==> src/alu_consts.svh <==
`ifndef ALU_CONSTS_SVH
`define ALU_CONSTS_SVH

// bus source codes
`define A_OUT          4'd0
`define B_OUT          4'd1
`define C_OUT          4'd2
`define D_OUT          4'd3
`define F_OUT          4'd4
`define ADDSUB_OUT     4'd5
`define ANDOR_OUT      4'd6
`define SHIFTSWAP_OUT  4'd7
`define XORNOT_OUT     4'd10
`define EXT_OUT        4'd15

// load target codes
`define A_LOAD         4'd0
`define B_LOAD         4'd1
`define C_LOAD         4'd2
`define D_LOAD         4'd3
`define F_LOAD         4'd7

// right operand code that reads zero
`define ARG_ZERO       3'd6

// undriven bus reads as pulled high
`define BUS_IDLE       8'hFF

`endif

==> src/alu_pkg.sv <==
`default_nettype none

package alu_pkg;

    typedef logic [7:0] byte_t;

    // bus source or load target
    typedef logic [3:0] code_t;

    typedef struct packed {
        code_t      outctl;
        code_t      loadctl;
        logic [1:0] arg_l;
        logic [2:0] arg_r;
        logic       alt;
        logic       calc;
        logic       cin;
    } ctl_word_t;

    // n in bit 3 down to c in bit 0
    typedef struct packed {
        logic n;
        logic z;
        logic v;
        logic c;
    } flags_t;

    // index 0 is register A, the low byte
    typedef byte_t [3:0] reg_bank_t;

    typedef struct packed {
        byte_t addsub;
        byte_t andor;
        byte_t xornot;
        byte_t shiftswap;
        logic  add_c;
        logic  add_v;
        logic  shift_c;
    } alu_out_t;

    typedef struct packed {
        logic c;
        logic v;
        logic c_en;
        logic v_en;
    } flag_upd_t;

endpackage

`default_nettype wire

==> src/alu_block.sv <==
`timescale 1ns/1ns
`default_nettype none

module alu_block import alu_pkg::*; (
    input  wire            clk,
    input  wire            rst_n,
    input  wire ctl_word_t ctl,
    input  wire byte_t     bus_in,
    output byte_t          bus_out,
    output flags_t         fout
);

    reg_bank_t regs;
    byte_t     alu_l;
    byte_t     alu_r;
    alu_out_t  units;
    flag_upd_t upd;

    reg_file regs0 (
        .clk     (clk),
        .rst_n   (rst_n),
        .bus     (bus_out),
        .loadctl (ctl.loadctl),
        .arg_l   (ctl.arg_l),
        .arg_r   (ctl.arg_r),
        .regs    (regs),
        .alu_l   (alu_l),
        .alu_r   (alu_r)
    );

    alu_core core0 (
        .l     (alu_l),
        .r     (alu_r),
        .alt   (ctl.alt),
        .cin   (ctl.cin),
        .units (units)
    );

    // single driver of the shared bus
    bus_select sel0 (
        .outctl (ctl.outctl),
        .alt    (ctl.alt),
        .regs   (regs),
        .units  (units),
        .flags  (fout),
        .ext    (bus_in),
        .bus    (bus_out),
        .upd    (upd)
    );

    flags_reg flags0 (
        .clk     (clk),
        .rst_n   (rst_n),
        .bus     (bus_out),
        .loadctl (ctl.loadctl),
        .calc    (ctl.calc),
        .upd     (upd),
        .fout    (fout)
    );

endmodule

`default_nettype wire

==> src/alu_core.sv <==
`timescale 1ns/1ns
`default_nettype none

module alu_core import alu_pkg::*; (
    input  wire byte_t l,
    input  wire byte_t r,
    input  wire        alt,
    input  wire        cin,
    output alu_out_t   units
);

    byte_t      r_eff;
    logic [8:0] sum;

    // subtract is l + ~r + cin
    always_comb begin
        r_eff = alt ? ~r : r;
        sum   = {1'b0, l} + {1'b0, r_eff} + {8'b0, cin};
    end

    always_comb begin
        units.addsub = sum[7:0];
        units.add_c  = sum[8];
        // signed overflow when both inputs agree in sign and the result does not
        units.add_v  = (l[7] == r_eff[7]) && (sum[7] != l[7]);
    end

    always_comb begin
        if (alt) begin
            units.andor = l | r;
        end else begin
            units.andor = l & r;
        end
    end

    always_comb begin
        if (alt) begin
            units.xornot = ~l;
        end else begin
            units.xornot = l ^ r;
        end
    end

    // rotate left through carry, or nibble swap
    always_comb begin
        if (alt) begin
            units.shiftswap = {l[3:0], l[7:4]};
        end else begin
            units.shiftswap = {l[6:0], cin};
        end
        units.shift_c = l[7];
    end

endmodule

`default_nettype wire

==> src/bus_select.sv <==
`timescale 1ns/1ns
`default_nettype none

`include "alu_consts.svh"

module bus_select import alu_pkg::*; (
    input  wire code_t     outctl,
    input  wire            alt,
    input  wire reg_bank_t regs,
    input  wire alu_out_t  units,
    input  wire flags_t    flags,
    input  wire byte_t     ext,
    output byte_t          bus,
    output flag_upd_t      upd
);

    always_comb begin
        upd = '0;
        case (outctl)
            `A_OUT: bus = regs[0];
            `B_OUT: bus = regs[1];
            `C_OUT: bus = regs[2];
            `D_OUT: bus = regs[3];
            `F_OUT: bus = {4'b0, flags};
            `ADDSUB_OUT: begin
                bus      = units.addsub;
                upd.c    = units.add_c;
                upd.v    = units.add_v;
                upd.c_en = 1'b1;
                upd.v_en = 1'b1;
            end
            `ANDOR_OUT: bus = units.andor;
            `SHIFTSWAP_OUT: begin
                bus      = units.shiftswap;
                upd.c    = units.shift_c;
                // swap has no carry out
                upd.c_en = !alt;
            end
            `XORNOT_OUT: bus = units.xornot;
            `EXT_OUT: bus = ext;
            default: bus = `BUS_IDLE;
        endcase
    end

endmodule

`default_nettype wire

==> src/flags_reg.sv <==
`timescale 1ns/1ns
`default_nettype none

`include "alu_consts.svh"

module flags_reg import alu_pkg::*; (
    input  wire            clk,
    input  wire            rst_n,
    input  wire byte_t     bus,
    input  wire code_t     loadctl,
    input  wire            calc,
    input  wire flag_upd_t upd,
    output flags_t         fout
);

    logic load;

    always_comb begin
        load = (loadctl == `F_LOAD);
    end

    // a bus load takes priority over calc
    always_ff @(posedge clk) begin
        if (!rst_n) begin
            fout <= '0;
        end else if (load) begin
            fout <= flags_t'(bus[3:0]);
        end else if (calc) begin
            fout.n <= bus[7];
            fout.z <= (bus == 8'h00);
            if (upd.c_en) begin
                fout.c <= upd.c;
            end
            if (upd.v_en) begin
                fout.v <= upd.v;
            end
        end
    end

endmodule

`default_nettype wire

==> src/reg_file.sv <==
`timescale 1ns/1ns
`default_nettype none

`include "alu_consts.svh"

module reg_file import alu_pkg::*; (
    input  wire        clk,
    input  wire        rst_n,
    input  wire byte_t bus,
    input  wire code_t loadctl,
    input  wire [1:0]  arg_l,
    input  wire [2:0]  arg_r,
    output reg_bank_t  regs,
    output byte_t      alu_l,
    output byte_t      alu_r
);

    // load from the bus, one target per cycle
    always_ff @(posedge clk) begin
        if (!rst_n) begin
            regs <= '0;
        end else begin
            case (loadctl)
                `A_LOAD: begin
                    regs[0] <= bus;
                end
                `B_LOAD: begin
                    regs[1] <= bus;
                end
                `C_LOAD: begin
                    regs[2] <= bus;
                end
                `D_LOAD: begin
                    regs[3] <= bus;
                end
                default: begin
                    // F_LOAD and unused codes leave the bank alone
                end
            endcase
        end
    end

    // left operand always comes from one of A to D
    always_comb begin
        alu_l = regs[arg_l];
    end

    always_comb begin
        case (arg_r)
            3'd0, 3'd1, 3'd2, 3'd3: begin
                alu_r = regs[arg_r[1:0]];
            end
            default: begin
                // ARG_ZERO and codes 4, 5 and 7 have no source
                alu_r = '0;
            end
        endcase
    end

endmodule

`default_nettype wire
==> config.mk <==
export PLATFORM = sky130hd
export DESIGN_NAME = alu_block
export DESIGN_NICKNAME = d
export VERILOG_FILES = /design/src/alu_pkg.sv /design/src/alu_block.sv /design/src/alu_core.sv /design/src/bus_select.sv /design/src/flags_reg.sv /design/src/reg_file.sv
export VERILOG_INCLUDE_DIRS = /design/src /design/src/src
export SDC_FILE = /design/constraint.sdc
export NUM_CORES = 1
export LEC_CHECK = 0
export BUFFER_PORTS_ARGS = -buffer_cell sky130_fd_sc_hd__buf_2
export CAP_MARGIN = 20
export CORE_MARGIN = 2
export CORE_UTILIZATION = 40
export DETAILED_ROUTE_END_ITERATION = 10
export SLEW_MARGIN = 20
export SYNTH_ARGS = -nofsm -noshare
export SYNTH_HDL_FRONTEND = slang
export SYNTH_SLANG_ARGS = --single-unit
export TNS_END_PERCENT = 100
==> constraint.sdc <==
create_clock -name clk -period 5.14 [get_ports clk]
set_input_delay 0.514 -clock clk [delete_from_list [all_inputs] [get_ports clk]]
set_output_delay 0.514 -clock clk [all_outputs]
set_load 0.005 [all_outputs]
# == Yosys cells after proc, flatten, opt, wreduce, memory -nomap -nowiden ==
# Cells that the tools add are included.
# totals
regBits,36
output_inout_bits,12
elab_cells,65
# op_classes
addsub,2
n_lt_le_gt_ge,2
eq_ne,18
muxes,18
bitwise,5
n_reduce_logical,12
# op_table
operator,n
8-bit one-hot mux with 10 select lines,1
8-bit 2-to-1 mux,7
8-bit binary-select mux with 2-bit select,2
"4-bit by 3-bit == test with 1-bit output, second input constant",5
"4-bit by 2-bit == test with 1-bit output, second input constant",4
8-bit inverter,2
8-bit by 8-bit adder with 9-bit output,1
9-bit by 1-bit adder with 9-bit output,1
8-bit bitwise AND,1
"4-bit by 1-bit == test with 1-bit output, second input constant",2
"4-bit == test, second input constant",2
4-bit logical NOT,2
8-bit logical NOT,1
4-bit 2-to-1 mux,2
8-bit bitwise OR,1
8-bit XOR,1
"3-bit by 2-bit == test with 1-bit output, second input constant",2
"2-bit by 3-bit less-than comparator with 1-bit output, second input constant",2
2-bit nonzero test,3
1-bit 2-to-1 mux,4
1-bit one-hot mux with 2 select lines,2
2-bit AND reduction,2
4-bit OR reduction,1
"3-bit by 1-bit == test with 1-bit output, second input constant",1
other kinds (5),5

# == Logic depth before layout (Yosys ltp) ==
# logic_depth
ltp_word,13
depth_mapped,14
ltp_nobuf,12

# == Cells and area by module ==
# A second synthesis with hierarchy kept.
# hier_totals
hier_cells,461
hier_area_um2,3787.4
# by_module_without_submodules
mod,instances,cells_per_inst,area_per_inst_um2
reg_file,1,156,1629.1
alu_core,1,133,999.7
bus_select,1,146,939.7
flags_reg,1,26,219.0

# == Worst setup path before layout ==
# OpenSTA, ideal clock, no wires.
# synth_timing
path_kind,input port to output port
from,in ctl[4] (netlist name)
to,out bus_out[6]
arrival_ns,3.421
slack_ns,1.205
path_stages,11
n_path_buf,1
path_cell_list,clkbuf_1 > mux4_2 > nand2b_1 > xor2_1 > fa_1 > fa_1 > nor2b_1 > o311a_1 > o41ai_1 > nor3_1 > inv_1
# synth_between
elab_chain_cells,8
word_cells_on_any_way,18
# synth_rtl
item,line_no,source
"start, declared",alu_block.sv:7,"input wire ctl_word_t ctl,"
3-bit by 1-bit == test with 1-bit output (tied with other cells),reg_file.sv:49,case (arg_r)
4-bit OR reduction / 8-bit 2-to-1 mux (equally long branches),"reg_file.sv:49, reg_file.sv:51",
8-bit 2-to-1 mux *,reg_file.sv:49,
8-bit inverter,alu_core.sv:17,r_eff = alt ? ~r : r;
8-bit 2-to-1 mux,alu_core.sv:17,
8-bit by 8-bit adder with 9-bit output,alu_core.sv:18,"sum = {1'b0, l} + {1'b0, r_eff} + {8'b0, cin};"
9-bit by 1-bit adder with 9-bit output,alu_core.sv:18,
8-bit one-hot mux with 10 select lines *,bus_select.sv:19,case (outctl)
"end, declared",alu_block.sv:9,"output byte_t bus_out,"
# Mark *: on every way between the ends. The rest lies on a longest branch, timed or not. The select of a mux whose other input is x is not followed.

# == Final worst setup path ==
# Same ends and word-level chain as after synthesis.

==> impl.org <==
** Timing
- Time the worst path needs with I/O delays and setup :: 4.310 ns
- Fraction of the cycle the final worst path needs :: 0.8386
- Slew at the pin closest to its max-slew limit :: 0.9343 ns
- The worst pin sits at a relative slew slack of 0.3686.
- Peak clock frequency supported by timing :: 0.2320 GHz
- Number of pins with negative max-slew slack in the final report :: 0
- The tightest hold path in the finished design has a slack of 0.5247 ns.
- Minimum setup slack in the final design :: 0.8296 ns
- The hold violation total from the final report came to 0.
- Setup repair after global routing left no endpoint under its margin.
- Setup total negative slack :: 0 ns
- For the final database, setup skew stands at 0.002892 ns.
- Setup violations remaining at the end of the flow were counted as 0.

** Floorplanning
- The initial utilization of the core area, before any placement, comes to 0.4132.
- From bottom edge to top edge, the die measures 98.92 um.
- The die is 98.92 um wide.
- I/O pin count :: 38
- Die footprint :: 0.009784 sq mm
- CORE AREA :: 0.008721 sq mm
- Number of rows in the core area :: 34

** Flow run
- Max-capacitance violation count :: 0

** CTS
- Once the clock tree was built, the setup fixing pass inserted 0 buffers.
- At the later pin of the worst-skew pair, clock insertion delay measures 0.29 ns.
- Number of buffers inserted during clock tree synthesis :: 5
- CTS tree :: yes
- The longest clock path from root to sink contains 2 buffers.
- After clock tree synthesis, the clock-pin slew on the worst setup and hold paths is 0.06 ns.
- Cells resized by post-CTS repair :: 0
- Number of levels the H-tree was split into :: 2
- Clock sink total :: 36
- Clk root buf :: sky130_fd_sc_hd__clkbuf_8
- Number of hold buffers added after CTS :: 0

** Power
- In this run the static leakage power is 0.001582 uW.
- Power density cells :: 181.5 mW/mm^2
- Maximum resistive drop on vdd :: 0.2238 mV

** Final layout
- For this run, the share of the core covered by cells in the final layout is 0.4484.
- Fill cells in the final layout number 873.
- Fraction of final layout cells sized beyond drive strength 1 :: 0.1996
- The repair_antennas step left the layout with diodes totalling 0.
- The area growth from synthesis to layout is 8.507%.
- In the final design database the tool counted 502 nets.
- Leaving out fill and tap cells, the most frequent cell in the layout is sky130_fd_sc_hd__nor2_1.
- In the final layout, the multi-input gates occupy 0.002604 sq mm.
- In the layout the commonest cells are sky130_fd_sc_hd__nor2_1 (52), sky130_fd_sc_hd__buf_2 (37), sky130_fd_sc_hd__dfxtp_1 (36).
- Total area of sequential cells :: 720.7 sq um
- Non-filler cells, final :: 559

** Synth
- Syn. warnings :: 0
- Average footprint of a synthesized cell :: 8.361 sq um
- EDFF count, synth :: 0
- By area, the combinational part of the netlist is dominated by compound AO/OA/AOI/OAI gates.
- Sequential share of the synthesized area :: 0.2000
- Count of different cell masters after synthesis :: 66
- Of the total synthesized cell area, the portion taken by full adders, half adders and majority gates is 0.09097.
- Of the total synthesized cell area, the portion taken by XOR and XNOR cells is 0.02917.
- Among all flip-flop cells after synthesis, the most frequent one is sky130_fd_sc_hd__dfxtp_1.
- Post-synth ARST share :: 0
- Post-synthesis compound-gate area fraction :: 0.2372
- Proportion of synthesized area in mux cells :: 0.1413
- Flip-flop and latch count after synthesis :: 36
- After technology mapping, the gate count stands at 431.
- Net count after synthesis :: 482
- Mapped cell area :: 0.003603 sq mm
- Of the total synthesized cell area, the portion taken by AND, OR, NAND and NOR gates is 0.2170.

** Drt
- In the final routed layout, each cell accounts on average for 18.55 um.
- Before antenna repair, the detailed router went through 5 iterations.
- The routed design has 10,370 um of wire.
- Vias per cell :: 6.034
- Number of vias after detailed routing :: 3,373
- The detail route stage leaves a number of antenna-violating nets equal to 0.
- Post-detailed-route DRC marker count :: 0
- In this run, the number of DRC markers left after iteration 0 of detailed routing was 248.

** GRT
- Pin count of the biggest net entering global routing :: 39
- Number of antenna violations at the first check in global routing :: 0
- Vias in the first global route :: 3,127
- The first global-routing pass estimated 17,000 um of wire.
- The total overflow left after global routing is 0.
- In the global route stage, overall resource usage came out at 0.2187.

** Critical path
- Worst path cell trace :: buf_2, mux4_2, nand2b_1, xor2_1, fa_1, fa_1, nor2b_1, o311a_1, o41ai_1, nor3_1, inv_1, buf_2
- Buffers plus inverters on the worst setup path :: 3
- The critical path is of the input port to output port type.
- Data arrives at the worst endpoint at 3.80 ns.
- Kind of launch point of the worst setup path :: input port
- In this run the worst path has a maximum fanout of 8.
- Grouping stages by cell kind, the critical path spends the most delay in simple AND/OR/NAND/NOR gates.
- Critical path's largest stage delay :: 0.66 ns
- For the worst setup path, the data required time is 4.63 ns.
- STA classifies the critical path endpoint as an output port.
- Critical path's slowest cell :: sky130_fd_sc_hd__nor3_1

** Place
- The congestion estimate from routability-driven global placement came to 0.9337.
- Timing analysis after detailed placement gives a worst setup slack of 0.8423 ns.
- In this run the tool buffered the top-level ports with 37 buffer cells.
- Once detailed placement completed, the half-perimeter wirelength came to 8030 um.
- Cell total after placement :: 552

** Worst hold path
- The path class of the tightest hold or removal check is flip-flop to flip-flop.

** Status
- Run status :: completed
where the power goes:
group,internal [uW],switching (uW)
Clock,91.9,94.4
Sequential,289,10.5
Combinational,91.6,132
Total,473,237
final timing paths:
check / from / endpoint / slack [ns] / cells past startpoint
worst min register to register: regs0.regs[25] / regs0.regs[25] / 0.52 / 2
worst min-delay path: regs0.regs[25] / regs0.regs[25] / 0.52 / 2
worst max register to register: regs0.regs[8] / flags0.fout[2] / 1.52 / 12
worst max-delay path: ctl[4] / bus_out[6] / 0.83 / 12
cells in the mapped netlist, drive strengths merged, types with 3 or more instances:
library cell,count,area share
o21ai,31,0.043
mux2,3,0.0094
nand2,18,0.019
mux4,18,0.11
and2,3,0.0052
nand4b,3,0.0073
xnor2,10,0.024
a32oi,5,0.012
nor3,10,0.017
o211ai,3,0.0062
o21a,3,0.0062
nor4bb,3,0.0083
nor2b,4,0.0069
a31oi,4,0.0069
buf,21,0.037
nand2b,13,0.023
dfxtp,36,0.20
nor2,52,0.054
nor4,7,0.022
and3,4,0.0069
a21oi,25,0.035
a221oi,3,0.0090
mux2i,7,0.019
nor3b,3,0.0062
inv,34,0.035
ha,23,0.080
or2,3,0.0052
clkbuf,11,0.011
a211oi,31,0.065
cell families after synthesis:
family          count (synthesis)
simple gates                  139
flops                          36
buf+inv                        66
fa+ha+maj                      25
xor+xnor                       12
compound gates                125
mux                            28
sequential cells by signal, summed over array words and instances, names as in the netlist:
name and flops:
flags0.fout 4, regs0.regs 32
per-layer routing:
| layer | GRT usage | share of wire |
|---|---|---|
| met5 | 0 | 0 |
| met4 | 0.09273 | 0.042 |
| met3 | 0.02695 | 0.067 |
| met2 | 0.3451 | 0.46 |
| met1 | 0.3021 | 0.43 |
through the flow:
stage	power (uW)	area (sq um)
2_1_floorplan	463.8	3603
3_3_place_gp	524.0	3832
3_5_place_dp	526.2	3832
4_1_cts	714.0	3910
5_1_grt	752.6	3910
6_report	709.6	3910
final cells by class:
class / count / area share
clock buffers: 6 / 0.01856
clock inverters: 1 / 0.001280
inverters: 34 / 0.03264
multi-input cells: 329 / 0.6659
flip-flops and latches: 36 / 0.1843
well taps: 108 / 0.03456
repair buffers: 45 / 0.06272
worst reg2reg max path, stage by stage (launching register included):
cell	delay [ns]
sky130_fd_sc_hd__dfxtp_1	0.34
sky130_fd_sc_hd__mux4_2	0.46
sky130_fd_sc_hd__nand2b_1	0.16
sky130_fd_sc_hd__xor2_1	0.11
sky130_fd_sc_hd__fa_1	0.44
sky130_fd_sc_hd__fa_1	0.47
sky130_fd_sc_hd__xnor2_1	0.14
sky130_fd_sc_hd__a32oi_1	0.16
sky130_fd_sc_hd__o2111ai_1	0.18
sky130_fd_sc_hd__nor4_4	0.53
sky130_fd_sc_hd__o21ai_0	0.17
sky130_fd_sc_hd__and2_1	0.18
sky130_fd_sc_hd__a41o_1	0.19
Note: power is estimated with default switching activity, not from simulation.
